<file path="config.mk">
export PLATFORM = sky130hd
export DESIGN_NAME = data_memory_flat
export DESIGN_NICKNAME = d
export VERILOG_FILES = /design/src/verilog/mips_pkg.sv /design/src/verilog/core_if.sv /design/src/verilog/data_memory.sv /design/src/flat_wrapper.sv
export SDC_FILE = /design/constraint.sdc
export NUM_CORES = 2
export LEC_CHECK = 0
export BUFFER_PORTS_ARGS = -buffer_cell sky130_fd_sc_hd__buf_4
export CORE_MARGIN = 3
export CORE_UTILIZATION = 45
export CTS_BUF_LIST = sky130_fd_sc_hd__clkbuf_8 sky130_fd_sc_hd__clkbuf_16
export DETAILED_ROUTE_END_ITERATION = 6
export PLACE_DENSITY = 0.58
export SLEW_MARGIN = 40
export SYNTH_ARGS = -nofsm -noshare
export SYNTH_HDL_FRONTEND = slang
export SYNTH_SLANG_ARGS = --single-unit
</file>
<file path="constraint.sdc">
create_clock -name clk -period 6.97 [get_ports clk]
set_input_delay 1.394 -clock clk [delete_from_list [all_inputs] [get_ports clk]]
set_output_delay 1.394 -clock clk [all_outputs]
set_load 0.005 [all_outputs]
</file>
<file path="src/verilog/mips_pkg.sv">
// ############################
// encodings follow standard MIPS32
// only the subset run by mips_core
// ############################
package mips_pkg;

	typedef logic [31:0] word_t; // data word
	typedef logic [4:0]  reg_idx_t; // register index

	typedef enum logic [5:0]
	{
		OP_RTYPE = 6'h00, // alu ops, decoded by funct
		OP_BEQ   = 6'h04,
		OP_ADDI  = 6'h08,
		OP_LW    = 6'h23,
		OP_SW    = 6'h2b
	} opcode_e;

	typedef enum logic [5:0]
	{
		FN_SLL = 6'h00, // all-zero word lands here as nop
		FN_SRL = 6'h02,
		FN_ADD = 6'h20,
		FN_SUB = 6'h22,
		FN_AND = 6'h24,
		FN_OR  = 6'h25,
		FN_SLT = 6'h2a
	} funct_e;

	typedef enum logic [2:0]
	{
		ALU_ADD = 3'd0,
		ALU_SUB = 3'd1, // also the beq compare
		ALU_AND = 3'd2,
		ALU_OR  = 3'd3,
		ALU_SLT = 3'd4, // signed
		ALU_SLL = 3'd5,
		ALU_SRL = 3'd6
	} alu_op_e;

	typedef struct packed
	{
		opcode_e  opcode; // [31:26]
		reg_idx_t rs; // [25:21]
		reg_idx_t rt; // [20:16]
		reg_idx_t rd; // [15:11]
		logic [4:0] shamt; // [10:6]
		funct_e   funct; // [5:0]
	} r_fields_t;

	typedef struct packed
	{
		opcode_e  opcode;
		reg_idx_t rs; // base or first operand
		reg_idx_t rt; // dest for addi/lw, data for sw
		logic [15:0] imm; // sign extended in decode
	} i_fields_t;

	// one fetched word, two views
	typedef union packed
	{
		r_fields_t r;
		i_fields_t i;
	} instr_u;

endpackage

</file>
<file path="src/verilog/core_if.sv">


interface dmem_if;
	import mips_pkg::*;

	word_t addr; // byte address, memory picks the word bits
	word_t wdata;
	logic  we;
	word_t rdata; // combinational

	modport core (output addr, wdata, we, input rdata);
	modport mem (input addr, wdata, we, output rdata);
endinterface

</file>
<file path="src/verilog/data_memory.sv">
// ############################
// word access only, no byte enables
// high address bits ignored
// ############################
module data_memory
#(
	parameter int DMEM_AW = 6 // word address width
)
(
	input  logic     clk,
	input  logic     reset,
	dmem_if.mem      dm
);
	import mips_pkg::*;

	localparam int DEPTH = 2 ** DMEM_AW;

	word_t              mem [DEPTH];
	logic [DMEM_AW-1:0] word_idx; // byte addr bits DMEM_AW+1..2

	assign word_idx = dm.addr[DMEM_AW+1:2];

	always_ff @(posedge clk)
	begin
		if (reset)
		begin
			for (int k = 0; k < DEPTH; k++)
			begin
				mem[k] <= '0; // known start for loads
			end
		end
		else if (dm.we)
		begin
			mem[word_idx] <= dm.wdata;
		end
	end

	assign dm.rdata = mem[word_idx]; // lw sees it same cycle

	// core must keep stores off while the program is loading
	a_no_store_in_reset : assert property (@(posedge clk) reset |-> !dm.we)
		else $error("data_memory: store during reset");

endmodule

</file>
<file path="src/flat_wrapper.sv">
// flat-port wrapper written by rule: the top's interface ports become plain ports
module data_memory_flat import mips_pkg::*;
#(
	parameter int DMEM_AW = 6                      
)
  (clk, reset, dm_addr, dm_wdata, dm_we, dm_rdata);
  dmem_if dm_i ();
  input  logic clk;
  input  logic reset;
  input wire logic [$bits(dm_i.addr)-1:0] dm_addr;
  input wire logic [$bits(dm_i.wdata)-1:0] dm_wdata;
  input wire logic [$bits(dm_i.we)-1:0] dm_we;
  output wire logic [$bits(dm_i.rdata)-1:0] dm_rdata;
  assign dm_i.addr = dm_addr;
  assign dm_i.wdata = dm_wdata;
  assign dm_i.we = dm_we;
  assign dm_rdata = dm_i.rdata;
  data_memory #(.DMEM_AW(DMEM_AW)) u_core (.clk(clk), .reset(reset), .dm(dm_i));
endmodule
</file>
# Word level (Yosys, flattened, before mapping)
# Memory sizes are Yosys's and may differ from the RTL's.
# Cells that the tools add are included.
# totals
input_bits	67
memories	1
regBits	0
elab_cells	10
ram_bits	2048
# classes
n_mux	8
n_reduce_logical	1
# mem_list
name	words	width	read_ports	rd_ports_with_merged_regs	write_ports	line	rtl
u_core.mem	64	32	1	0	64	data_memory.sv:18	word_t mem [DEPTH];
# op_table
operator	n
$mux 32	1
$reduce_or 32->1	1
$mux 1	6
$mux 6	1

# Depth between registers and ports, before layout
# depth
word_depth	5
mapped_depth	11

# Worst setup path after synthesis
# OpenSTA, ideal clock, no wires.
# synth_timing
path_type	input to output
startpoint	input port dm_addr[4]
endpoint	output port dm_rdata[1]
cell_stages	8
t_arrival_ps	2949
setup_slack_ps	2627
path_buffers	5
cell_sequence	buf_6 > buf_6 > buf_2 > buf_4 > buf_2 > mux4_2 > a311oi_1 > nand4_1
# synth_via
elab_chain_cells	1
# synth_lines
item	line	rtl
from (decl)	flat_wrapper.sv:10	input wire logic [$bits(dm_i.addr)-1:0] dm_addr;
$mem_v2 64x32	--	
to (decl)	flat_wrapper.sv:13	output wire logic [$bits(dm_i.rdata)-1:0] dm_rdata;
# Every way passes these cells.

# Worst setup path after layout
# layout_timing
startpoint	input port dm_addr[3]
endpoint	output port dm_rdata[2]
# The elaborated chain is that of the path after synthesis.

==> metrics.md <==
| Metric | Value |
|---|---|
| Outcome | `complete, no violations` |
| Final WL | `301700 µm` |
| Detailed Routing Iterations Pass 1 | `6` |
| Maximum vdd drop | `0.0002174 V` |
| Die Span X | `460.2 µm` |
| Tmin final | `6404 ps` |
| Initial detailed-routing violation count | `7127` |
| Crit path capture type | `output pin` |
| Final Hold Viols | `0` |
| Yosys cell types | `60` |
| Share of cells above drive strength 1 | `14.04%` |
| Largest registers | `u_core.mem (2048)` |
| Largest net degree at the start of global routing | `116` |
| # port buffers | `72` |
| Core footprint | `204800 µm²` |
| Area growth syn-to-layout | `11.43%` |
| CP max FO | `46` |
| Leak Pwr | `0.03598 µW` |
| Avg WL per Cell | `31.44 µm` |
| Post-CTS Setup Bufs | `0` |
| DR vias | `58450` |
| Syn_area_per_cell | `13.44 µm²` |
| Seq/Total Area, Yosys | `66.25%` |
| GR Util All Layers | `28.09%` |
| Syn Std Cell Area | `92830 µm²` |
| Most common cell after layout, fill and taps aside | `and2_1` |
| Fin crit share | `91.88%` |
| Final setup viols | `0` |
| GPL Wtd Cong | `0.9041` |
| Placed instance count | `9194` |
| Worst hold path type | `input pin to flop` |
| Syn Nets | `6973` |
| PD cells | `265.6 nW/µm²` |
| CTS tree | `done` |
| Yosys reg bits | `2048` |
| Die Y | `460.2 µm` |
| HPWL after DPL | `168500 µm` |
| CP Launch Type | `input pin` |
| Setup TNS | `0 ps` |
| Setup WS pre-CTS | `713.4 ps` |
| Slew Limit Fails | `0` |
| Maximum clock frequency | `156.2 MHz` |
| Number of global-route vias before repair | `57460` |
| Fillers | `17240` |
| Post-Synthesis Cells | `6906` |
| TritonCTS buffer count | `214` |
| Initial antenna violation count | `24` |
| Setup ws final | `566.2 ps` |
| DRT antenna net count | `0` |
| Clock sink total | `2048` |
| Most frequent cells in the layout | `and2_1 (2050), edfxtp_1 (2048), a221oi_1 (331)` |
| Fin Hold WS | `1080 ps` |
| Async SR Flop Fraction | `0%` |
| WS Path Type | `input pin to output pin` |
| Non-filler cells, final | `9597` |
| Die ar. | `211800 µm²` |
| Row count | `166` |
| First-pass GRT wire length | `426600 µm` |
| GRT Residual Overflow | `0` |
| Net count reported at finish | `6792` |
| Post-synth top flop | `edfxtp_1` |
| Max capacitance violation total | `0` |
| CTS max path bufs | `3` |
| Drc violations | `0` |
| Yosys warns | `0` |
| RSZ-0062 raised after global routing | `false` |
| Most flops, register | `u_core.mem` |
| Slew margin rel. | `37.58%` |
| Root Driver | `clkbuf_16` |
| Arrival time at the worst endpoint | `5010 ps` |
| Hold_buf cts | `0` |
| CTS H-tree depth | `4` |
| PostCTS Resize Cnt | `0` |
| Initial core utilization | `45.33%` |
| Worst EP required | `5580 ps` |
| Worst Tran Pin Value | `934.0 ps` |
| Hold Path Origin | `dm_wdata[3]` |
| Overall Power | `27470 µW` |
| Routed vias/inst | `6.090` |
| Crit. Startpoint | `dm_addr[3]` |
| Max reg flops | `2048` |
| Clock slew at reported path FFs | `60 ps` |
| Post-synth EDFFs | `2048` |
| I/O Pins | `99` |
-- critical path, stage by stage --
cell	delay (ps)
buf_8	440
buf_4	370
nor2b_4	110
buf_12	190
buf_4	240
a221oi_1	260
nor2_1	60
o21ai_0	680
o2111ai_1	420
a211o_1	530
buf_4	230
-- Yosys cell counts (3+ instances only) --
cell type,n,area (µm²)
or2_2,65,406.6
nor2b_1,7,43.79
nand2_1,73,274.0
nand3_1,7,35.03
a31oi_1,19,118.9
o221ai_1,29,254.0
a31o_2,14,122.6
a211oi_1,43,322.8
a221oi_1,331,2899
or3_1,4,25.02
o22ai_1,158,988.5
buf_4,18,135.1
nand4_1,18,112.6
nor2_2,12,75.07
buf_2,130,650.6
o21ai_0,104,520.5
a211o_1,29,254.0
a221oi_2,3,45.04
mux4_2,9,202.7
nor3_1,38,190.2
nor2_1,191,716.9
buf_1,66,247.7
mux2i_1,209,2092
o32ai_1,4,35.03
and2_1,2052,12840
mux2_2,129,1453
a21oi_1,93,465.5
nor4_1,14,87.58
a22oi_1,291,2185
buf_6,17,191.4
a221o_1,16,160.2
a222oi_1,15,150.1
a22o_1,34,297.8
edfxtp_1,2048,61500
clkbuf_1,531,1993
o2bb2ai_1,29,254.0
o2111ai_1,14,122.6
o22a_1,13,113.9
-- report_power, final --
part / internal (µW) / switching (µW)
clock: 6060 / 4850
sequential: 14200 / 171
combinational: 642 / 1580
total: 20900 / 6610
-- layer usage --
layer  global-route usage (%)  vias to the layer above  share of wire (%)
li1                         -                    25230                  -
met1                    38.32                    29920                 40
met2                    43.70                     2773                 46
met3                    5.701                      512                9.1
met4                    12.25                       14                4.4
met5                        0                        -              0.033
-- through the flow --
| step | utilization, % | instance area (µm²) |
|---|---|---|
| after floorplan | - | 92830 |
| after global placement | 47.10 | 96450 |
| after detailed placement | 47.26 | 96780 |
| after CTS | 50.46 | 103300 |
| after global routing | 50.50 | 103400 |
| final | 50.51 | 103400 |
-- final timing paths --
path	cells past startpoint	to	slack, ps
min	2	u_core.mem[45][3]$_SDFFCE_PN0P_	1080
max	11	dm_rdata[2]	570
-- area by class of cell --
class	instances	area, µm²	area share, %
diodes	13	32.53	0.03145
clock buffers	216	5405	5.225
clock inverters	171	1146	1.108
inverters	3	18.77	0.01814
multi-input cells	4093	28540	27.59
flip-flops and latches	2048	61500	59.45
well taps	2688	3363	3.251
repair buffers	365	3440	3.325
-- cells by family (layout without fill, tap and decap cells) --
logic type,Yosys count,after routing,synth area share (%)
AO/OA/AOI/OAI,1247,1247,10.10
buffers and inverters,765,755,3.479
flip-flops,2048,2048,66.25
multiplexers,350,350,4.089
other,0,13,0
AND/OR/NAND/NOR,2496,2496,16.08
Power figures use the tool's default switching activity.
