===== config.mk =====
export PLATFORM = sky130hd
export DESIGN_NAME = fetch_unit
export DESIGN_NICKNAME = d
export VERILOG_FILES = /design/src/verilog/mips_pkg.sv /design/src/verilog/fetch_unit.sv /design/src/verilog/instruction_memory.sv
export SDC_FILE = /design/constraint.sdc
export NUM_CORES = 2
export LEC_CHECK = 0
export ABC_AREA = 1
export BUFFER_PORTS_ARGS = -buffer_cell sky130_fd_sc_hd__buf_4
export CORE_ASPECT_RATIO = 1.2
export CORE_UTILIZATION = 57
export DETAILED_ROUTE_END_ITERATION = 12
export PLACE_DENSITY = 0.72
export SYNTH_ARGS = -nofsm -noshare
export SYNTH_HDL_FRONTEND = slang
export SYNTH_HIERARCHICAL = 1
export SYNTH_SLANG_ARGS = --single-unit

===== constraint.sdc =====
create_clock -name clk -period 4.6 [get_ports clk]
set_clock_uncertainty 0.15 [all_clocks]
set_input_delay 0.23 -clock clk [delete_from_list [all_inputs] [get_ports clk]]
set_output_delay 0.23 -clock clk [all_outputs]
set_load 0.05 [all_outputs]

===== src/verilog/mips_pkg.sv =====
// ############################
// encodings follow standard MIPS32
// only the subset run by mips_core
// ############################
package mips_pkg;

	typedef logic [31:0] word_t; // data word
	typedef logic [4:0]  reg_idx_t; // register index

	typedef enum logic [5:0]
	{
		OP_RTYPE = 6'h00, // alu ops, decoded by funct
		OP_BEQ   = 6'h04,
		OP_ADDI  = 6'h08,
		OP_LW    = 6'h23,
		OP_SW    = 6'h2b
	} opcode_e;

	typedef enum logic [5:0]
	{
		FN_SLL = 6'h00, // all-zero word lands here as nop
		FN_SRL = 6'h02,
		FN_ADD = 6'h20,
		FN_SUB = 6'h22,
		FN_AND = 6'h24,
		FN_OR  = 6'h25,
		FN_SLT = 6'h2a
	} funct_e;

	typedef enum logic [2:0]
	{
		ALU_ADD = 3'd0,
		ALU_SUB = 3'd1, // also the beq compare
		ALU_AND = 3'd2,
		ALU_OR  = 3'd3,
		ALU_SLT = 3'd4, // signed
		ALU_SLL = 3'd5,
		ALU_SRL = 3'd6
	} alu_op_e;

	typedef struct packed
	{
		opcode_e  opcode; // [31:26]
		reg_idx_t rs; // [25:21]
		reg_idx_t rt; // [20:16]
		reg_idx_t rd; // [15:11]
		logic [4:0] shamt; // [10:6]
		funct_e   funct; // [5:0]
	} r_fields_t;

	typedef struct packed
	{
		opcode_e  opcode;
		reg_idx_t rs; // base or first operand
		reg_idx_t rt; // dest for addi/lw, data for sw
		logic [15:0] imm; // sign extended in decode
	} i_fields_t;

	// one fetched word, two views
	typedef union packed
	{
		r_fields_t r;
		i_fields_t i;
	} instr_u;

endpackage


===== src/verilog/fetch_unit.sv =====
// ############################
// pc wraps modulo 2^PC_W
// branch_offset counts words
// ############################
module fetch_unit
#(
	parameter int PC_W = 8
)
(
	input  logic                clk,
	input  logic                reset,
	input  logic                load_en,
	input  logic [PC_W-3:0]     load_addr,
	input  mips_pkg::word_t     load_data,
	input  logic                branch_taken,
	input  mips_pkg::word_t     branch_offset, // sign-extended imm
	output logic [PC_W-1:0]     pc,
	output mips_pkg::instr_u    instruction
);
	import mips_pkg::*;

	logic [PC_W-1:0] pc_plus4; // sequential
	logic [PC_W-1:0] branch_target; // pc + 4 + 4*imm
	logic [PC_W-1:0] next_pc;
	word_t           fetched_word; // raw word before the union view

	assign pc_plus4      = pc + PC_W'(4);
	assign branch_target = pc_plus4 + {branch_offset[PC_W-3:0], 2'b00}; // upper bits wrap away
	assign next_pc       = branch_taken ? branch_target : pc_plus4;

	always_ff @(posedge clk)
	begin
		if (reset)
		begin
			pc <= '0; // held at 0 during program load
		end
		else
		begin
			pc <= next_pc; // one instruction per clock
		end
	end

	instruction_memory
	#(
		.PC_W (PC_W)
	)
	i_instruction_memory
	(
		.clk         (clk),
		.load_en     (load_en),
		.load_addr   (load_addr),
		.load_data   (load_data),
		.pc          (pc),
		.instruction (fetched_word)
	);

	assign instruction = fetched_word;

endmodule


===== src/verilog/instruction_memory.sv =====
// ############################
// no reset, fill through the load port
// while the core sits in reset
// ############################
module instruction_memory
#(
	parameter int PC_W = 8 // byte address width
)
(
	input  logic                clk,
	input  logic                load_en,
	input  logic [PC_W-3:0]     load_addr, // word index
	input  mips_pkg::word_t     load_data,
	input  logic [PC_W-1:0]     pc,
	output mips_pkg::word_t     instruction
);
	import mips_pkg::*;

	localparam int DEPTH = 2 ** (PC_W - 2); // words

	word_t          mem [DEPTH]; // program store
	logic [PC_W-3:0] word_idx; // pc >> 2

	always_ff @(posedge clk)
	begin
		if (load_en)
		begin
			mem[load_addr] <= load_data; // loader only, core never writes
		end
	end

	assign word_idx    = pc[PC_W-1:2]; // drop byte offset
	assign instruction = mem[word_idx]; // async read, same cycle as pc

	// fetch only ever steps in whole words
	a_pc_aligned : assert property (@(posedge clk) pc[1:0] == 2'b00)
		else $error("instruction_memory: misaligned pc %h", pc);

endmodule


---- Word level (Yosys, flattened, before mapping) ----
Memories as Yosys holds them, arrays and structs flattened. A register that Yosys moved wholly into a read port is not among the register bits.
Cells that the tools add are included.
storage, ports and cells
  bits in registers ....................... 8
  RAM bits ................................ 2048
  memories kept ........................... 1
cells by class
  add/subtract/negate cells ............... 2
  mux-type cells .......................... 4
memory list
  name                      depth  bits a word  rd ports  clocked after Yosys merged registers in  wr ports  line                      text
  i_instruction_memory.mem  64     32           1         1                                        1         instruction_memory.sv:21  word_t mem [DEPTH];
operators with widths
  cell                   number
  $add A8 B3 Y8 const B  1
  $add A8 B8 Y8          1
  $mux W8                1
  $mux W6                1
  $mux W1                2

---- Logic depth before layout (Yosys ltp) ----
  word-level depth ........................ 4
  gate-level depth with buffers ........... 13
  mapped depth without buffers ............ 12

---- Cells and area by module ----
The synthesis kept the hierarchy.
by module, submodules not included
  module              instances  cells an instance  area an instance (um2)  seq. area each (um2)
  instruction_memory  1          6737               82097.5                 61499.0
  fetch_unit          1          79                 548.0                   120.1

---- Least setup slack after synthesis ----
No wires, ideal clock.
  path type ............................... input-to-reg
  start ................................... in load_en
  end ..................................... mem i_instruction_memory/mem[48][0] (netlist bit), enable pin
  library setup time ...................... 0.502 ns
  arrival time ............................ 3.858 ns
  slack ................................... 0.090 ns
  stages .................................. 3
  buffers on the path ..................... 1
  path through ............................ clkbuf_1 nand4_1 nor4_1
between the ends
  longest elaborated chain between the ends .. 2
RTL lines
  item                           line                      text
  start: declaration             fetch_unit.sv:12          input logic load_en,
  $mux W1                        instruction_memory.sv:26  if (load_en)
  $mux W1 (implied by the code)  instruction_memory.sv:28  mem[load_addr] <= load_data;
  end: declaration               instruction_memory.sv:21
No other way between the ends.

==> flow_metrics.env <==
export IMPL_outcome="finished, final reports clean"
export IMPL_min_path_type="in2reg"
export IMPL_dp_hpwl_mm=118
export IMPL_syn2layout_area_growth_pct=11.2
export IMPL_hold_path_end="i_instruction_memory/mem[50][12]"
export IMPL_period_needed_ns=4.53
export IMPL_ctsResizeCount=0
export IMPL_die_h_um=419
export IMPL_ys_seq_area_share_pct=74.6
export IMPL_irDropWorstVdd_mv=0.469
export IMPL_hp_start="load_addr[2]"
export IMPL_final_common_cell="nand2_1"
export IMPL_routabilityCongestion=0.842
export IMPL_firstDrtPassIters=6
export IMPL_hold_ws_ns=0.0562
export IMPL_die_w_um=350
export IMPL_regArea_um2=61600
export IMPL_synth_seq_cells=2054
export IMPL_layout_cells_non_filler=8935
export IMPL_place_area_um2=85700
export IMPL_max_freq_mhz=221
export IMPL_min_period_over_period_pct=98.5
export IMPL_yosysWarnings=6
export IMPL_synth_main_ff_cell="edfxtp_1"
export IMPL_critical_path_required_ns=4.22
export IMPL_drc=0
export IMPL_async_flop_share_pct=0
export IMPL_regToRegSetupSlack_ns=0.31
export IMPL_synth_area_um2=82600
export IMPL_layout_common_cells="nand2_1 (2266), edfxtp_1 (2048), nand3_1 (1910)"
export IMPL_cts_tree="built"
export IMPL_wl_per_cell_um=25.2
export IMPL_cts_buffers_inserted=184
export IMPL_clkTransAtPathRegs_ns=0.07
export IMPL_worstMarginPinSlew_ns=1.13
export IMPL_design_area_um2=91900
export IMPL_row_count=152
export IMPL_synth_edf_count=2048
export IMPL_maxSlewViolCount=0
export IMPL_drtAntennaViolNets=0
export IMPL_dp_cells=8552
export IMPL_grt_first_pass_wirelength_mm=327
export IMPL_reg2reg_from="pc[2]"
export IMPL_r2r_cells=13
export IMPL_syn_instance_count=6816
export IMPL_reg2reg_to="pc[7]"
export IMPL_nFillCells=10200
export IMPL_p_leak_uw=0.0323
export IMPL_rsz0062_at_grt="no"
export IMPL_crit_path_start_kind="flop"
export IMPL_synth_cell_types=28
export IMPL_cp_max_fo=150
export IMPL_finalSetupViolations=0
export IMPL_endpoint_kind="primary output"
export IMPL_fin_ws_ns=0.0670
export IMPL_drtIter0Drc=8286
export IMPL_vias=55000
export IMPL_h_tree_depth=4
export IMPL_min_path_cells=3
export IMPL_wl_mm=225
export IMPL_fin_nets=6943
export IMPL_final_layout_size_suffix_gt1_share_pct=8.34
export IMPL_max_cap_violations=0
export IMPL_start_util_pct=57.6
export IMPL_antenna_found_initial=10
export IMPL_drt_vias_per_instance=6.15
export IMPL_multi_input_area_um2=19100
export IMPL_cts_root_buf="clkbuf_16"
export IMPL_grt_overflow=0
export IMPL_avgSynthCellArea_um2=12.1
export IMPL_worst_setup_path_type="reg2out"
export IMPL_io_pins=114
export IMPL_hold_viol=0
export IMPL_grt_pass1_vias=52200
export IMPL_setup_tns_ns=0
export IMPL_cts_sink_count=2054
export IMPL_dp_slack_ns=1.20
export IMPL_die_area_um2=147000
export IMPL_clk_path_buf_depth=3
export IMPL_grt_usage_pct=30.6
export IMPL_worstPathArrival_ns=4.15
export IMPL_io_buffers=85
export IMPL_max_slew_margin_pct=24.6
export IMPL_worstSkewPairLatency_ns=0.82
export IMPL_grt_max_degree=174
export IMPL_power_per_cell_area_nw_per_um2=456
export IMPL_core_area_um2=143000
==> registers in the layout, summed over array words and instances (netlist names) <==
signal / count
i_instruction_memory/mem: 2048
pc: 6
==> logic make-up (layout without fill, tap and decap cells) <==
logic type,after synthesis,count (layout),synth area share [%]
flip-flops,2054,2054,74.6
other,1,8,0.00454
AND/OR/NAND/NOR,4258,4258,22.3
XOR/XNOR,4,4,0.0515
adder cells (fa/ha/maj),8,8,0.130
AO/OA/AOI/OAI,13,13,0.0848
buffers and inverters,478,665,2.87
==> worst max-delay path, stage by stage (launching register included) <==
cell and delay [ns]:
dfxtp_4 0.77, inv_16 0.32, buf_12 0.40, nand2_1 0.10
nand3_1 0.07, nand3_1 0.13, nand2_1 0.06, nand2_1 0.17
nand3_1 0.29, nand3_1 0.38, nand2_1 0.14, buf_4 0.22
==> per-stage QoR <==
stage,utilization (%),power [uW]
final,64.1,42000
after global routing,64.1,43000
after CTS,64.1,41900
after detailed placement,59.8,27400
after global placement,59.8,27200
after floorplan,-,24900
==> cells in the mapped netlist (3+ instances only) <==
cell,instances,share of area (%)
dfxtp_1,6,0.15
nor4_1,8,0.061
clkbuf_1,77,0.35
nand2_1,2266,10
buf_2,283,1.7
buf_4,47,0.43
nand4_1,10,0.076
inv_1,23,0.10
a21oi_1,6,0.036
buf_6,3,0.041
buf_1,40,0.18
o21ai_0,3,0.018
nor2_1,62,0.28
ha_1,7,0.11
nand3_1,1910,12
edfxtp_1,2048,74
==> where the power goes <==
| part | internal, uW | switching (uW) | total, uW |
|---|---|---|---|
| clock | 8210 | 6570 | 14800 |
| combinational | 1620 | 4740 | 6360 |
| sequential | 20700 | 98.6 | 20800 |
| total | 30500 | 11400 | 42000 |
==> metal layers <==
layer	track usage, %	vias to the layer above	part of all wire (%)
met2	48.1	3405	46
met5	0	-	0.023
met1	41.3	26700	36
met4	13.4	8	4.5
li1	-	24400	-
met3	6.52	505	13
==> area by class of cell <==
type	instances	area share, %
Multi-Input combinational cell	4285	20.8
Clock inverter	94	0.843
Sequential cell	2054	67.1
Timing Repair Buffer	310	3.15
Clock buffer	235	5.36
Inverter	26	0.146
Antenna cell	6	0.0163
Tap cell	1925	2.62
==> worst max path at each step <==
stage / start / end / slack [ns] / cells past startpoint
floorplan: load_en / i_instruction_memory/mem[48][0] / 0.09 / 3
global placement: pc[2] / instruction[16] / 1.18 / 11
detailed placement: pc[2] / instruction[16] / 1.20 / 11
CTS: pc[2] / instruction[16] / 0.30 / 11
global route: pc[2] / instruction[4] / 0.11 / 11
finish: pc[2] / instruction[20] / 0.07 / 11
==> repair_timing <==
item / 4_1_cts / 5_1_grt
endpoints found under the hold margin: 2070 / 0
buffers inserted: 0 / 0
hold buffers: 48 / 0
Power figures use the tool's default switching activity.
