--- src/verilog/mips_pkg.sv ---
// ############################
// encodings follow standard MIPS32
// only the subset run by mips_core
// ############################
package mips_pkg;

	typedef logic [31:0] word_t; // data word
	typedef logic [4:0]  reg_idx_t; // register index

	typedef enum logic [5:0]
	{
		OP_RTYPE = 6'h00, // alu ops, decoded by funct
		OP_BEQ   = 6'h04,
		OP_ADDI  = 6'h08,
		OP_LW    = 6'h23,
		OP_SW    = 6'h2b
	} opcode_e;

	typedef enum logic [5:0]
	{
		FN_SLL = 6'h00, // all-zero word lands here as nop
		FN_SRL = 6'h02,
		FN_ADD = 6'h20,
		FN_SUB = 6'h22,
		FN_AND = 6'h24,
		FN_OR  = 6'h25,
		FN_SLT = 6'h2a
	} funct_e;

	typedef enum logic [2:0]
	{
		ALU_ADD = 3'd0,
		ALU_SUB = 3'd1, // also the beq compare
		ALU_AND = 3'd2,
		ALU_OR  = 3'd3,
		ALU_SLT = 3'd4, // signed
		ALU_SLL = 3'd5,
		ALU_SRL = 3'd6
	} alu_op_e;

	typedef struct packed
	{
		opcode_e  opcode; // [31:26]
		reg_idx_t rs; // [25:21]
		reg_idx_t rt; // [20:16]
		reg_idx_t rd; // [15:11]
		logic [4:0] shamt; // [10:6]
		funct_e   funct; // [5:0]
	} r_fields_t;

	typedef struct packed
	{
		opcode_e  opcode;
		reg_idx_t rs; // base or first operand
		reg_idx_t rt; // dest for addi/lw, data for sw
		logic [15:0] imm; // sign extended in decode
	} i_fields_t;

	// one fetched word, two views
	typedef union packed
	{
		r_fields_t r;
		i_fields_t i;
	} instr_u;

endpackage

--- src/verilog/core_if.sv ---
// ############################
// reads are combinational
// writes land on the next clk edge
// ############################
interface regfile_if;
	import mips_pkg::*;

	reg_idx_t ra1; // rs port
	reg_idx_t ra2; // rt port
	reg_idx_t wa; // write index, 0 is dropped
	word_t    wd; // write-back data
	logic     we;
	word_t    rd1;
	word_t    rd2;

	modport core (output ra1, ra2, wa, wd, we, input rd1, rd2);
	modport regs (input ra1, ra2, wa, wd, we, output rd1, rd2);
endinterface


--- src/verilog/register_file.sv ---
// ############################
// r0 reads zero, writes to it dropped
// ############################
module register_file
(
	input  logic      clk,
	input  logic      reset,
	regfile_if.regs   rf
);
	import mips_pkg::*;

	word_t regs [32]; // architectural registers

	always_ff @(posedge clk)
	begin
		if (reset)
		begin
			for (int k = 0; k < 32; k++)
			begin
				regs[k] <= '0; // all clear, r0 included
			end
		end
		else if (rf.we && (rf.wa != '0))
		begin
			regs[rf.wa] <= rf.wd; // lands at end of the retiring cycle
		end
	end

	// no bypass, a read in the writing cycle returns the old value
	assign rf.rd1 = regs[rf.ra1];
	assign rf.rd2 = regs[rf.ra2];

	// r0 must stay zero whatever the decoder asks for
	a_r0_port1 : assert property (@(posedge clk) disable iff (reset)
		(rf.ra1 == '0) |-> (rf.rd1 == '0))
		else $error("register_file: r0 read nonzero on port 1");

	a_r0_port2 : assert property (@(posedge clk) disable iff (reset)
		(rf.ra2 == '0) |-> (rf.rd2 == '0))
		else $error("register_file: r0 read nonzero on port 2");

endmodule
--- src/flat_wrapper.sv ---
// flat-port wrapper written by rule: the top's interface ports become plain ports
module register_file_flat import mips_pkg::*;
  (clk, reset, rf_ra1, rf_ra2, rf_wa, rf_wd, rf_we, rf_rd1, rf_rd2);
  regfile_if rf_i ();
  input  logic clk;
  input  logic reset;
  input wire logic [$bits(rf_i.ra1)-1:0] rf_ra1;
  input wire logic [$bits(rf_i.ra2)-1:0] rf_ra2;
  input wire logic [$bits(rf_i.wa)-1:0] rf_wa;
  input wire logic [$bits(rf_i.wd)-1:0] rf_wd;
  input wire logic [$bits(rf_i.we)-1:0] rf_we;
  output wire logic [$bits(rf_i.rd1)-1:0] rf_rd1;
  output wire logic [$bits(rf_i.rd2)-1:0] rf_rd2;
  assign rf_i.ra1 = rf_ra1;
  assign rf_i.ra2 = rf_ra2;
  assign rf_i.wa = rf_wa;
  assign rf_i.wd = rf_wd;
  assign rf_i.we = rf_we;
  assign rf_rd1 = rf_i.rd1;
  assign rf_rd2 = rf_i.rd2;
  register_file u_core (.clk(clk), .reset(reset), .rf(rf_i));
endmodule
--- config.mk ---
export PLATFORM = sky130hd
export DESIGN_NAME = register_file_flat
export DESIGN_NICKNAME = d
export VERILOG_FILES = /design/src/verilog/mips_pkg.sv /design/src/verilog/core_if.sv /design/src/verilog/register_file.sv /design/src/flat_wrapper.sv
export SDC_FILE = /design/constraint.sdc
export NUM_CORES = 2
export LEC_CHECK = 0
export CORE_ASPECT_RATIO = 1.4
export CORE_UTILIZATION = 40
export CTS_CLUSTER_SIZE = 12
export DETAILED_ROUTE_END_ITERATION = 7
export DONT_BUFFER_PORTS = 1
export PLACE_DENSITY = 0.63
export SYNTH_ARGS = -nofsm -noshare
export SYNTH_HDL_FRONTEND = slang
export SYNTH_SLANG_ARGS = --single-unit
--- constraint.sdc ---
create_clock -name clk -period 2.52 [get_ports clk]
set_input_delay 0.378 -clock clk [delete_from_list [all_inputs] [get_ports clk]]
set_output_delay 0.378 -clock clk [all_outputs]
set_load 0.02 [all_outputs]
### After elaboration in Yosys (flattened, before gate mapping)

Memories as Yosys holds them, arrays and structs flattened.
Cells that the tools add are included.

| storage, ports and cells | value |
|---|---|
| memories | 1 |
| memory bits (writable) | 1024 |
| output and inout port bits | 64 |
| memory bits (read-only) | 0 |
| input bits | 50 |
| word-level logic and storage cells | 12 |
| bits in latches | 0 |
| register bits | 0 |

Memory list:

| name | depth | width | rd ports | clocked after Yosys merged registers in | wr ports | line | source |
|---|---|---|---|---|---|---|---|
| u_core.regs | 32 | 32 | 2 | 0 | 32 | register_file.sv:12 | `word_t regs [32];` |

| operators by class | value |
|---|---|
| add/sub/neg operators | 0 |
| divide/modulo/power cells | 0 |
| reduce and logical (&&, ||, !) cells | 3 |
| $mul | 0 |
| shift operators | 0 |
| magnitude comparators | 0 |
| equality and inequality tests | 0 |
| mux-type cells | 8 |
| bitwise logic cells | 0 |

Operators by type and width:

| operator | number |
|---|---|
| 32-bit two-way mux | 1 |
| 32-bit OR reduction | 1 |
| 1-bit two-way mux | 6 |
| 5-bit two-way mux | 1 |
| 5-bit nonzero test | 1 |
| 1-bit logical AND | 1 |

### Longest topological paths before layout

| depth | value |
|---|---|
| depth after elaboration | 7 |
| depth in mapped cells | 8 |
| depth with buffers taken out | 5 |

### Worst setup path after synthesis

Ideal clock, no wire load.

| timing | value |
|---|---|
| path kind | in2out |
| from | input rf_ra2[1] |
| to | output rf_rd2[11] |
| required time | 2142 ps |
| cell stages on the path | 8 |
| setup slack | 498 ps |
| arrival | 1644 ps |
| cells stage by stage | buf_2 buf_4 buf_4 buf_2 mux2i_1 nand2_1 a31oi_1 nand3_1 |

| between the ends | value |
|---|---|
| cells in the longest elaborated chain, start to end | 1 |

RTL lines:

| element | line | source |
|---|---|---|
| start, declared | flat_wrapper.sv:8 | `input wire logic [$bits(rf_i.ra2)-1:0] rf_ra2;` |
| memory read 32 x 32 bit | -- |  |
| end, declared | flat_wrapper.sv:13 | `output wire logic [$bits(rf_i.rd2)-1:0] rf_rd2;` |

Every way passes these cells.

### Worst setup path after layout

| timing | value |
|---|---|
| from | input rf_ra1[1] |
| to | output rf_rd1[5] |

| between the ends | value |
|---|---|
| cells in the longest elaborated chain, start to end | 1 |

RTL lines:

| element | line | source |
|---|---|---|
| start, declared | flat_wrapper.sv:7 | `input wire logic [$bits(rf_i.ra1)-1:0] rf_ra1;` |
| memory read 32 x 32 bit | -- |  |
| end, declared | flat_wrapper.sv:12 | `output wire logic [$bits(rf_i.rd1)-1:0] rf_rd1;` |

Every way passes these cells.

==> results <==
- The run finished, with violations left.
- The final reports fail on max-slew violations, negative setup slack.
- The share of flip-flops with an asynchronous set or reset after synthesis is 0.
- Of the total synthesized cell area, the portion taken by full adders, half adders and majority gates is 0.
- The width of the die is ~320 µm.
- Timing would allow up to 344.2 MHz.
- The violation count after the first detailed-routing iteration is ~3,900.
- The cell count after synthesis came out at ~4,600.
- The worst hold path belongs to the class input port to flop.
- The critical path startpoint category is an input port.
- For this run the aggregate overflow at the end of global routing stands at 0.
- The most common flop cell mapped by yosys is edfxtp_1.
- The total power per unit cell area is between 600 and 700 nW/µm².
- The count of state elements after synthesis is approximately 1,000.
- The worst setup path is captured at a primary output.
- At the end of routability-driven placement, the weighted congestion stood at 0.8939.
- In the final design database the tool counted approximately 4,700 nets.
- The post-synthesis share of cell area spent on and, or, nand and nor gates is 0.1574.
- The floorplan has 162 rows.
- The number of buffers inserted during clock tree synthesis is ~100.
- The initial utilization of the core area, before any placement, comes to 0.4021.
- The critical path's slowest cell is mux2i_1.
- The die height is roughly 440 µm.
- Summed over all failing endpoints, the final setup total negative slack is -5787 ps.
- In the final layout, the multi-input gates occupy about 24,000 µm².
- The area enclosed by the die boundary is ~140,000 µm².
- After clock tree synthesis, the clock-pin slew on the worst setup and hold paths is around 60 ps.
- The cell family contributing the most delay on the critical path is multiplexers.
- The number of failing setup endpoints in the final timing report is 37.
- The cell area after synthesis is ~56,000 µm².
- IR analysis of the VDD net gives a maximum drop of ~530 µV.
- The CTS tree is built.
- The sequential area share after synthesis is 0.5500.
- Port buffering added 0 buffers.
- The largest net degree at the start of global routing is 513.
- The detail route stage leaves a number of antenna-violating nets equal to 0.
- In this run, distinct cell masters in the synthesized netlist total 29.
- Counting tap cells, the placed design contains a total of approximately 6,300 instances.
- The highest fanout seen on the critical path is approximately 510.
- Setup repair after global routing could not meet its margin everywhere.
- In the synthesized netlist, the cells that appear most often are 1,024 x edfxtp_1, 1,024 x mux2i_1, 994 x and2_1, 209 x clkbuf_1, 196 x nand2_1.
- The initial antenna violation count is 14.
- The critical path is of the input port to primary output type.
- The first TritonRoute pass finished after 6 iterations.
- The total routed wirelength is about 190,000 µm.
- Of the cells placed in the final design, the portion with a size suffix greater than 1 is 0.1415.
- The total count of max-transition violations in the final report is 63.
- The all-layer global routing usage is 0.2586.
- Hold timing on the final database bottoms out at a slack of between 60 and 70 ps.
- The leakage power total is roughly 25 nW.
- The routed length per placed instance is 28.87 µm.
- The H-tree generated during clock tree synthesis spans 3 levels.
- The number of flip-flops under the largest register name is a little over 1,000.
- The top register by number of flip-flops is u_core.regs.
- Data on the critical path is required at its endpoint by about 2100 ps.
- Each instance of the synthesized netlist takes up on average approximately 12 µm².
- The number of buffers on the longest clock path is 3.
- The total count of hold-check failures in the final report is 0.
- In this run the standard cell core region covers between 100,000 and 150,000 µm².
- The portion of synthesized area spent on multiplexers is 0.1833.
- The DRC violations left is 0.
- The largest registers in the layout are u_core.regs x1024.
- After synthesis, the largest family of logic cells by area is multiplexers.
- The sink count of the clock tree is 1,024.
- The post-detailed-placement cell area is just under 60,000 µm².
- The slew of the pin with the lowest slew margin is about 1500 ps.
- The final route contains 38,497 vias.
- The detailed-route vias per instance is 5.946.
- The clock period minus final worst setup slack is approximately 2900 ps.
- The number of primary I/O pins is about 110.
- The storage element area is slightly above 30,000 µm².
- The first-pass GRT wire length is 268,200 µm.
- The normalized max-slew margin is -0.02981.
- The count of warnings emitted by yosys is 0.
- The top cell type's share of synthesized area is 0.5500.
- The number of maximum-capacitance constraint violations is 0.
- For this run, the slowest stage of the critical path takes about 640 ps.
- The final HPWL from detailed placement is ~110,000 µm.
- Traced cell by cell, the critical path runs through mux2i_1 > a22o_1 > nor3_2 > a31oi_2 > nand3_2 > buf_6.
- Counting both buffers and inverters, the worst setup path holds a total of 1.
- The count of filler cells inserted in the layout is around 12,000.
- The library cell used as clock root buffer is clkbuf_16.
- The post-layout worst setup margin is -385.5 ps.
- By area the synthesized netlist is led by edfxtp_1 55%, mux2i_1 18%, and2_1 11%.
- The data arrival time of the worst path is 2530 ps.
- The sum of internal, switching and leakage power is 39.46 mW.
- The final cell count without fillers is 6,474.
- After routing the design area is ~64,000 µm².
- The fraction of the mapped netlist area in compound gates is 0.07018.
- From synthesis to final layout, the design area changed by 14.74%.
- The number of global-route vias before repair came to 39,078.
- Yosys mapped a number of flops with a built-in enable equal to a little over 1,000.
- Of the total synthesized cell area, the portion taken by XOR and XNOR cells is 0.
- The post-route fraction of the period consumed by the critical path is 1.153.
- The synthesized design spends more area on one cell type than any other, namely edfxtp_1.
-- cells in the final DEF, fill, tap and decap left out, types with 32 or more instances in the layout --
cell type  synthesis  layout
a21oi_1          192     192
a22o_1           128     128
a22oi_1          192     192
and2_1           994     992
buf_12             0      86
buf_4             63     159
buf_6             10      65
clkbuf_16          0     105
conb_1             1      32
edfxtp_1        1024    1024
mux2i_1         1024    1013
nand2_1          196     194
nand3_1          193     135
nand3_2            1      32
nor3_2             0      40
or2_2             33      33
-- per-stage QoR --
step	worst slack, ps	utilization
floorplan	498.3	-
global placement	-165.4	0.4287
detailed placement	-143.1	0.4287
CTS	-96.34	0.4589
global route	-142.2	0.4613
finish	-385.5	0.4614
-- per-layer routing --
metal / global-route usage / part of all wire / vias up
li1: - / - / 16841
met1: 0.3199 / 0.39 / 19483
met2: 0.4501 / 0.50 / 1746
met3: 0.03756 / 0.072 / 415
met4: 0.1074 / 0.040 / 12
met5: 0 / 0.00045 / -
-- report_power, final --
part / switching (mW) / leakage (nW) / total (mW) / internal [mW]
sequential: 0.487 / 9.75 / 20.2 / 19.7
combinational: 3.11 / 13.7 / 5.37 / 2.26
clock: 6.39 / 1.37 / 13.9 / 7.53
total: 9.99 / 24.8 / 39.5 / 29.5
-- layout make-up --
cell class | instances | share of cell area
antenna | 5 | 0.0001950
clock buffer | 129 | 0.04236
clock inverter | 12 | 0.001229
multi-input combinational | 3166 | 0.3808
sequential | 1024 | 0.4793
tap | 1804 | 0.03518
timing repair buffer | 334 | 0.06087
-- logic make-up after synthesis --
| kind of cell | Yosys count |
|---|---|
| other | 1 |
| flip-flops | 1024 |
| AO/OA/AOI/OAI | 576 |
| AND/OR/NAND/NOR | 1534 |
| multiplexers | 1024 |
| buffers and inverters | 446 |
-- timing repair --
action	in CTS	in global routing
hold buffers	33	0
endpoints found under the setup margin	61	60
endpoints found under the hold margin	1024	0
gates resized for setup	207	63
pin swaps	87	68
buffers inserted	1	2
-- worst paths after layout --
path | startpoint | to | cells past startpoint
setup / recovery | rf_ra1[1] | rf_rd1[5] | 6
hold / removal | rf_wd[26] | u_core.regs[16][26] | 2
No activity file was read; power rests on OpenSTA's default activity.
