<file path="config.mk">
export PLATFORM = sky130hd
export DESIGN_NAME = alu
export DESIGN_NICKNAME = d
export VERILOG_FILES = /design/src/verilog/mips_pkg.sv /design/src/verilog/alu.sv
export SDC_FILE = /design/constraint.sdc
export NUM_CORES = 1
export LEC_CHECK = 0
export ABC_AREA = 1
export ABC_CLOCK_PERIOD_IN_PS = 3500
export BUFFER_PORTS_ARGS = -buffer_cell sky130_fd_sc_hd__buf_2
export CAP_MARGIN = 20
export CORE_MARGIN = 3
export CORE_UTILIZATION = 40
export DETAILED_ROUTE_END_ITERATION = 6
export GPL_TIMING_DRIVEN = 0
export MAX_ROUTING_LAYER = met4
export SETUP_SLACK_MARGIN = 0.5
export SLEW_MARGIN = 40
export SYNTH_ARGS = -nofsm -noshare
export SYNTH_HDL_FRONTEND = slang
export SYNTH_SLANG_ARGS = --single-unit
export TNS_END_PERCENT = 100
</file>
<file path="constraint.sdc">
create_clock -name vclk -period 3.5
set_clock_uncertainty 0.2 [all_clocks]
set_input_delay 0.525 -clock vclk [all_inputs]
set_output_delay 0.525 -clock vclk [all_outputs]
set_load 0.03 [all_outputs]
</file>
<file path="src/verilog/mips_pkg.sv">
// ############################
// encodings follow standard MIPS32
// only the subset run by mips_core
// ############################
package mips_pkg;

	typedef logic [31:0] word_t; // data word
	typedef logic [4:0]  reg_idx_t; // register index

	typedef enum logic [5:0]
	{
		OP_RTYPE = 6'h00, // alu ops, decoded by funct
		OP_BEQ   = 6'h04,
		OP_ADDI  = 6'h08,
		OP_LW    = 6'h23,
		OP_SW    = 6'h2b
	} opcode_e;

	typedef enum logic [5:0]
	{
		FN_SLL = 6'h00, // all-zero word lands here as nop
		FN_SRL = 6'h02,
		FN_ADD = 6'h20,
		FN_SUB = 6'h22,
		FN_AND = 6'h24,
		FN_OR  = 6'h25,
		FN_SLT = 6'h2a
	} funct_e;

	typedef enum logic [2:0]
	{
		ALU_ADD = 3'd0,
		ALU_SUB = 3'd1, // also the beq compare
		ALU_AND = 3'd2,
		ALU_OR  = 3'd3,
		ALU_SLT = 3'd4, // signed
		ALU_SLL = 3'd5,
		ALU_SRL = 3'd6
	} alu_op_e;

	typedef struct packed
	{
		opcode_e  opcode; // [31:26]
		reg_idx_t rs; // [25:21]
		reg_idx_t rt; // [20:16]
		reg_idx_t rd; // [15:11]
		logic [4:0] shamt; // [10:6]
		funct_e   funct; // [5:0]
	} r_fields_t;

	typedef struct packed
	{
		opcode_e  opcode;
		reg_idx_t rs; // base or first operand
		reg_idx_t rt; // dest for addi/lw, data for sw
		logic [15:0] imm; // sign extended in decode
	} i_fields_t;

	// one fetched word, two views
	typedef union packed
	{
		r_fields_t r;
		i_fields_t i;
	} instr_u;

endpackage

</file>
<file path="src/verilog/alu.sv">
// ############################
// shifts act on b by shamt
// slt is signed
// ############################
module alu
(
	input  mips_pkg::word_t    a, // rs
	input  mips_pkg::word_t    b, // rt or imm
	input  logic [4:0]         shamt,
	input  mips_pkg::alu_op_e  op,
	output mips_pkg::word_t    result,
	output logic               zero // for beq
);
	import mips_pkg::*;

	logic a_lt_b; // signed compare

	assign a_lt_b = $signed(a) < $signed(b);

	always_comb
	begin
		case (op)
			ALU_ADD: result = a + b; // also address calc
			ALU_SUB: result = a - b;
			ALU_AND: result = a & b;
			ALU_OR:  result = a | b;
			ALU_SLT: result = word_t'(a_lt_b);
			ALU_SLL: result = b << shamt;
			ALU_SRL: result = b >> shamt; // logical, zero fill
			default: result = '0;
		endcase
	end

	assign zero = (result == '0);

endmodule

</file>
# Word-level counts from Yosys, hierarchy flattened
# Cells that the tools add are included.
[op_classes]
addsub = 2
n_mul = 0
div_mod_pow = 0
magnitude_cmp = 1
eq_ne = 6
n_shift = 2
muxes = 1
n_bitwise = 2
reduce_logical = 2
[op_table]
columns = ["cell", "n"]
rows = [
  ["case mux 32 bit (7 select lines)", 1],
  ["adder 32 bit", 1],
  ["AND 32 bit", 1],
  ["logical NOT 32 bit", 1],
  ["< comparator 32 bit", 1],
  ["OR 32 bit", 1],
  ["left shift 32 x 5 -> 32 bit", 1],
  ["right shift 32 x 5 -> 32 bit", 1],
  ["subtractor 32 bit", 1],
  ["equality test 3 bit (second input constant)", 3],
  ["equality test 3 x 2 -> 1 bit (second input constant)", 2],
  ["equality test 3 x 1 -> 1 bit (second input constant)", 1],
  ["logical NOT 3 bit", 1],
]
[totals]
reg_bits = 0
latch_bits = 0
ram_bits = 0
mem_bits_ro = 0
in_bits = 72
output_inout_bits = 33
wordCells = 16
n_memories = 0

# Depth between registers and ports, before layout
# Gate-level depths: netlist (run 1).
[logic_depth]
word_depth = 3
ltp_mapped = 22
depth_no_buf = 21

# Least setup slack after synthesis (run 1)
# Ideal clock, no wire load.
[synth_timing]
path_kind = "input-to-output"
from = "input a[0]"
to = "output zero"
t_arrival_ps = 2948
required_ps = 2775
path_slack_ps = -173
stages = 14
path_buffers = 0
path_cell_list = "ha_1 fa_1 or2_2 a31oi_1 nand2_1 nor2_1 nand3_1 nor2_1 nand2_1 nor2_1 nand2_1 nor2_1 nand2_1 nor2_1"
[synth_between]
elab_chain_len = 3
elab_cells_between_ends = 7
classes_between = "add/sub (2); order compare (1); mux (1); bitwise (2); reduce/logical (1)"
[synth_lines]
columns = ["element", "line", "rtl"]
rows = [
  ["start: declaration", "alu.sv:7", "input mips_pkg::word_t a,"],
  ["subtractor 32 bit or adder 32 bit (tied branches)", "alu.sv:24, alu.sv:23", ""],
  ["case mux 32 bit (7 select lines) (*)", "alu.sv:22", "case (op)"],
  ["net result[2]", "alu.sv:11", "output mips_pkg::word_t result,"],
  ["logical NOT 32 bit (*)", "alu.sv:34", "assign zero = (result == '0);"],
  ["end: declaration", "alu.sv:12", "output logic zero"],
]
# Mark *: on every way through the listed nets, which the timed path passes. The rest lies on a longest branch.

# Final worst setup path (run 1)
[layout_timing]
from = "input op[0]"
to = "output zero"
[layout_between]
elab_chain_len = 3
elab_cells_between_ends = 9
classes_between = "eq/ne (6); mux (1); reduce/logical (2)"
[layout_lines]
columns = ["element", "line", "rtl"]
rows = [
  ["start: declaration", "alu.sv:10", "input mips_pkg::alu_op_e op,"],
  ["equality test 3 bit (tied with other cells)", "alu.sv:22", ""],
  ["case mux 32 bit (7 select lines) (*)", "alu.sv:22", ""],
  ["logical NOT 32 bit (*)", "alu.sv:34", ""],
]
# Every way passes the cells marked *; elsewhere a longest branch is shown, timed or not.

==> impl_metrics.env, run 1 <==
export IMPL_status="complete, but fails checks"
export IMPL_failed_checks="negative setup slack"
export IMPL_crit_start="op[0]"
export IMPL_avgSynthCellArea_um2=5.03
export IMPL_netlist_area_leader_share=0.219
export IMPL_grt_max_degree=11
export IMPL_cp_arrival_ps=2890
export IMPL_detail_route_iter0_violations=1732
export IMPL_synth_most_common_cell="nand2_1"
export IMPL_dp_slack_ps=-627
export IMPL_routed_wl_mm=60.5
export IMPL_dp_hpwl_mm=46.5
export IMPL_layout_drive_gt1_share=0.423
export IMPL_final_area_mm2=0.0160
export IMPL_clock_fmax_mhz=276
export IMPL_area_growth_pct=55.8
export IMPL_fp_row_count=57
export IMPL_final_hold_viol_count=0
export IMPL_vdd_drop_max_v=0.000129
export IMPL_viasPerCell=6.03
export IMPL_boundaryPins=105
export IMPL_min_path_type="in -> out"
export IMPL_via_count=15400
export IMPL_regArea_um2=0
export IMPL_io_buffer_count=101
export IMPL_yosys_area_share_simple=0.610
export IMPL_netlist_instances=2039
export IMPL_cp_top_family="simple AND/OR/NAND/NOR gates"
export IMPL_yosys_top_cells_area="nand3_1 22%, nand2_1 21%, ha_1 13%, inv_1 12%, nor2_1 7.1%"
export IMPL_yosysSeqAreaShare=0
export IMPL_post_synth_num_cell_types=41
export IMPL_synth_top_family_by_area="simple AND/OR/NAND/NOR gates"
export IMPL_dieHeight_um=166
export IMPL_grt_pass1_vias=13900
export IMPL_synth_top_cells_by_count="572 x nand2_1, 448 x nand3_1, 320 x inv_1, 193 x nor2_1, 109 x ha_1"
export IMPL_grt_pass1_wl_mm=83.7
export IMPL_cp_required_ps=2770
export IMPL_synthXorXnorAreaFrac=0
export IMPL_synth_compound_area_share=0.0731
export IMPL_setup_viol=1
export IMPL_drv_slew=0
export IMPL_crit_chain="buf_2 -> inv_2 -> nand3_2 -> inv_2 -> clkbuf_4 -> a21oi_1 -> nand4_1 -> nor2_1 -> nand2_2 -> nor2_4 -> nand3_1 -> nor2_2 -> nand2_2 -> nor2_4 -> buf_6"
export IMPL_yosys_warnings=0
export IMPL_cp_max_fo=10
export IMPL_slew_headroom=0.575
export IMPL_nets=2423
export IMPL_start_kind="input port"
export IMPL_drc=0
export IMPL_syn_area_mm2=0.0102
export IMPL_grt_usage=0.403
export IMPL_worst_pin_slew_ps=634
export IMPL_die_w_um=166
export IMPL_period_share=1.03
export IMPL_fin_crit_ps=3620
export IMPL_muxShareOfSynthArea=0
export IMPL_leakagePower_uw=0.00820
export IMPL_setup_slack_ps=-119
export IMPL_core_mm2=0.0247
export IMPL_initial_core_util=0.414
export IMPL_drtAntennaViolNets=0
export IMPL_maxCapViolCount=0
export IMPL_power_density_mw_per_mm2=189
export IMPL_die_area_mm2=0.0276
export IMPL_hold_path_depth=7
export IMPL_rsz0062_at_grt="true"
export IMPL_n_antenna_cell=0
export IMPL_first_pass_iters=6
export IMPL_wl_per_cell_um=23.6
export IMPL_whs_endpoint="result[5]"
export IMPL_path_class="in -> out"
export IMPL_nClkBuffers=0
export IMPL_synth_fa_ha_area_frac=0.137
export IMPL_min_delay_start="a[5]"
export IMPL_yosys_area_top_type="nand3_1"
export IMPL_seq_cells=0
export IMPL_place_gp_congestion=1.12
export IMPL_syn_num_nets=2222
export IMPL_overflow=0
export IMPL_antenna_found_initial=0
export IMPL_crit_buf_inv=5
export IMPL_critPathCaptureType="output pin"
export IMPL_place_area_mm2=0.0116
export IMPL_max_stage_delay_ps=280
export IMPL_slowest_stage="clkbuf_4"
==> routing by layer <==
layer,up-vias,global-route usage,part of all wire
met3,304,0.0293,0.090
met4,0,0.206,0.083
met1,7130,0.496,0.37
met5,-,-,0
met2,1071,0.663,0.46
li1,6939,-,-
==> what timing repair did <==
item | in CTS | in global routing
hold buffers | 0 | 0
cloned | 6 | 0
pin swaps | 84 | 174
setup endpoints to repair | 30 | 31
resized for setup | 523 | 530
buffers inserted | 43 | 49
==> per-stage QoR <==
stage | util | total power (uW) | TNS, ps | instances | hold WS (ps)
after floorplan | - | 1310 | 0 | 2039 | 1080
after global placement | 0.468 | 1940 | -706 | 2464 | 1590
after detailed placement | 0.468 | 1950 | -807 | 2464 | 1590
after CTS | 0.551 | 2410 | -29.4 | 2513 | 1500
after global routing | 0.645 | 3160 | -162 | 2562 | 1650
final | 0.645 | 3010 | -119 | 2562 | 1610
==> layout make-up <==
class / count / area (um2)
Multi-Input combinational cell: 1612 / 11200
Fill cell: 2208 / 8780
Timing Repair Buffer: 199 / 2010
Inverter: 336 / 1410
Buffer: 91 / 952
Tap cell: 324 / 405
==> worst max-delay path by stage <==
stage,cells after the start,endpoint,slack [ps]
2_1_floorplan,14,zero,310
3_3_place_gp,20,zero,-580
3_5_place_dp,20,zero,-630
4_1_cts,16,zero,-30
5_1_grt,19,zero,-160
6_report,15,zero,-120
==> layout by cell type, fill, tap and decap left out, drive strengths merged, types with 6 or more instances in the layout <==
cell    count
nand3     473
buf       268
nor3       17
a21oi      67
a31oi       7
nand4      32
and3        8
and2        8
nor2      204
o21ai      42
ha        109
inv       334
o21bai      6
o22ai      10
clkbuf     21
nand2     615
==> kinds of logic after synthesis <==
family | count (synthesis)
simple gates | 1363
buf+inv | 427
compound gates | 138
fa+ha+maj | 111
==> where the power goes <==
| part | internal (uW) | switching (uW) |
|---|---|---|
| logic | 1120 | 1890 |
| registers | 0 | 0 |
| clock network | 0 | 0 |
| total | 1120 | 1890 |
Note: power is estimated with default switching activity, not from simulation.
==> run 2: changes to the inputs <==
--- a/config.mk
+++ b/config.mk
@@ -14,7 +14,7 @@
 export DETAILED_ROUTE_END_ITERATION = 6
 export GPL_TIMING_DRIVEN = 0
 export MAX_ROUTING_LAYER = met4
-export SETUP_SLACK_MARGIN = 0.5
+export SETUP_SLACK_MARGIN = 0.05
 export SLEW_MARGIN = 40
 export SYNTH_ARGS = -nofsm -noshare
 export SYNTH_HDL_FRONTEND = slang
==> impl_metrics.env, run 2 (synthesized netlist as in run 1, its figures left out) <==
export IMPL_via_count=14600
export IMPL_first_pass_iters=6
export IMPL_final_hold_viol_count=0
export IMPL_maxCapViolCount=0
export IMPL_nClkBuffers=0
export IMPL_dp_hpwl_mm=46.3
export IMPL_setup_tns_ps=-110
export IMPL_nFillCells=2700
export IMPL_fp_row_count=57
export IMPL_dieHeight_um=166
export IMPL_crit_start="b[0]"
export IMPL_drtAntennaViolNets=0
export IMPL_clock_fmax_mhz=277
export IMPL_area_growth_pct=27.1
export IMPL_layout_drive_gt1_share=0.289
export IMPL_grt_pass1_wl_mm=82.9
export IMPL_core_mm2=0.0247
export IMPL_critPathCaptureType="output pin"
export IMPL_setup_viol=1
export IMPL_status="complete, but fails checks"
export IMPL_dp_slack_ps=-741
export IMPL_final_area_mm2=0.0130
export IMPL_final_cell_mix="477 x nand2_1, 411 x nand3_1, 274 x inv_1, 120 x nor2_1, 108 x nand2_2"
export IMPL_viasPerCell=5.80
export IMPL_layout_commonest_cell="nand2_1"
export IMPL_worst_pin_slew_ps=868
export IMPL_initial_core_util=0.414
export IMPL_nets=2371
export IMPL_rsz0062_at_grt="true"
export IMPL_cp_arrival_ps=2890
export IMPL_start_kind="input port"
export IMPL_failed_checks="negative setup slack"
export IMPL_vdd_drop_max_v=0.000117
export IMPL_detail_route_iter0_violations=1818
export IMPL_die_area_mm2=0.0276
export IMPL_setup_slack_ps=-110
export IMPL_min_path_type="in -> out"
export IMPL_grt_pass1_vias=13700
export IMPL_regArea_um2=0
export IMPL_fin_crit_ps=3610
export IMPL_total_power_uw=2360
export IMPL_slew_headroom=0.417
export IMPL_grt_max_degree=11
export IMPL_leakagePower_uw=0.00723
export IMPL_die_w_um=166
export IMPL_cp_required_ps=2770
export IMPL_routed_wl_mm=56.7
export IMPL_seq_cells=0
export IMPL_grt_usage=0.398
export IMPL_overflow=0
export IMPL_antenna_found_initial=0
export IMPL_n_antenna_cell=0
export IMPL_period_share=1.03
export IMPL_place_gp_congestion=1.08
export IMPL_drv_slew=0
export IMPL_cp_max_fo=6
export IMPL_power_density_mw_per_mm2=182
export IMPL_path_class="in -> out"
export IMPL_io_buffer_count=101
export IMPL_place_area_mm2=0.0112
export IMPL_boundaryPins=105
export IMPL_wl_per_cell_um=22.6
export IMPL_crit_end="zero"
export IMPL_drc=0
## run 2: routing by layer
metal,vias to the layer above,part of all wire,global-route usage
met4,0,0.061,0.184
met3,186,0.088,0.0381
met5,-,0,-
met1,6771,0.39,0.492
li1,6815,-,-
met2,785,0.46,0.658
## run 2: where the power goes
group | leakage [uW] | total [uW] | internal [uW] | switching, uW
logic | 0.00723 | 2360 | 758 | 1610
clock network | 0 | 0 | 0 | 0
registers | 0 | 0 | 0 | 0
## run 2: cell type report
class                           instances  area (um2)  share of cell area
Multi-Input combinational cell       1612        9630               0.740
Inverter                              336        1270              0.0978
Tap cell                              324         405              0.0311
Buffer                                 91         728              0.0559
Timing Repair Buffer                  147         983              0.0755
## run 2: timing repair
action                     in CTS  in global routing
hold buffers                    0                  0
gates cloned                    5                  0
gates resized for setup       369                102
setup endpoints to repair      14                  4
buffers inserted               29                 12
pin swaps                      84                 47
## run 2: worst max-delay path, stage by stage
cell	delay (ps)
buf_6	120
ha_4	160
fa_2	420
inv_4	110
nand2_4	70
nand3_4	80
nand2_2	60
nand3_2	60
nand3_2	110
nor2_1	110
nand3_1	100
nor2_1	160
nand2_2	150
nor2_2	140
nand2_2	90
nor2_4	130
nand2_2	70
nor2_4	80
buf_6	130
## run 2: through the flow
step / std cells / utilization / hold WS (ps)
final: 2510 / 0.526 / 1600
after detailed placement: 2464 / 0.452 / 1600
after global routing: 2510 / 0.526 / 1590
after global placement: 2464 / 0.452 / 1590
after floorplan: 2039 / - / 1130
after CTS: 2498 / 0.510 / 1580
## run 2: how the worst min path moves through the flow
| stage | cells past startpoint | slack, ps | startpoint | end |
|---|---|---|---|---|
| 2_1_floorplan | 3 | 1130 | op[1] | result[0] |
| 3_3_place_gp | 7 | 1590 | a[8] | result[8] |
| 3_5_place_dp | 6 | 1600 | shamt[4] | result[2] |
| 4_1_cts | 7 | 1580 | a[8] | result[8] |
| 5_1_grt | 5 | 1590 | op[1] | result[0] |
| 6_report | 7 | 1600 | a[8] | result[8] |
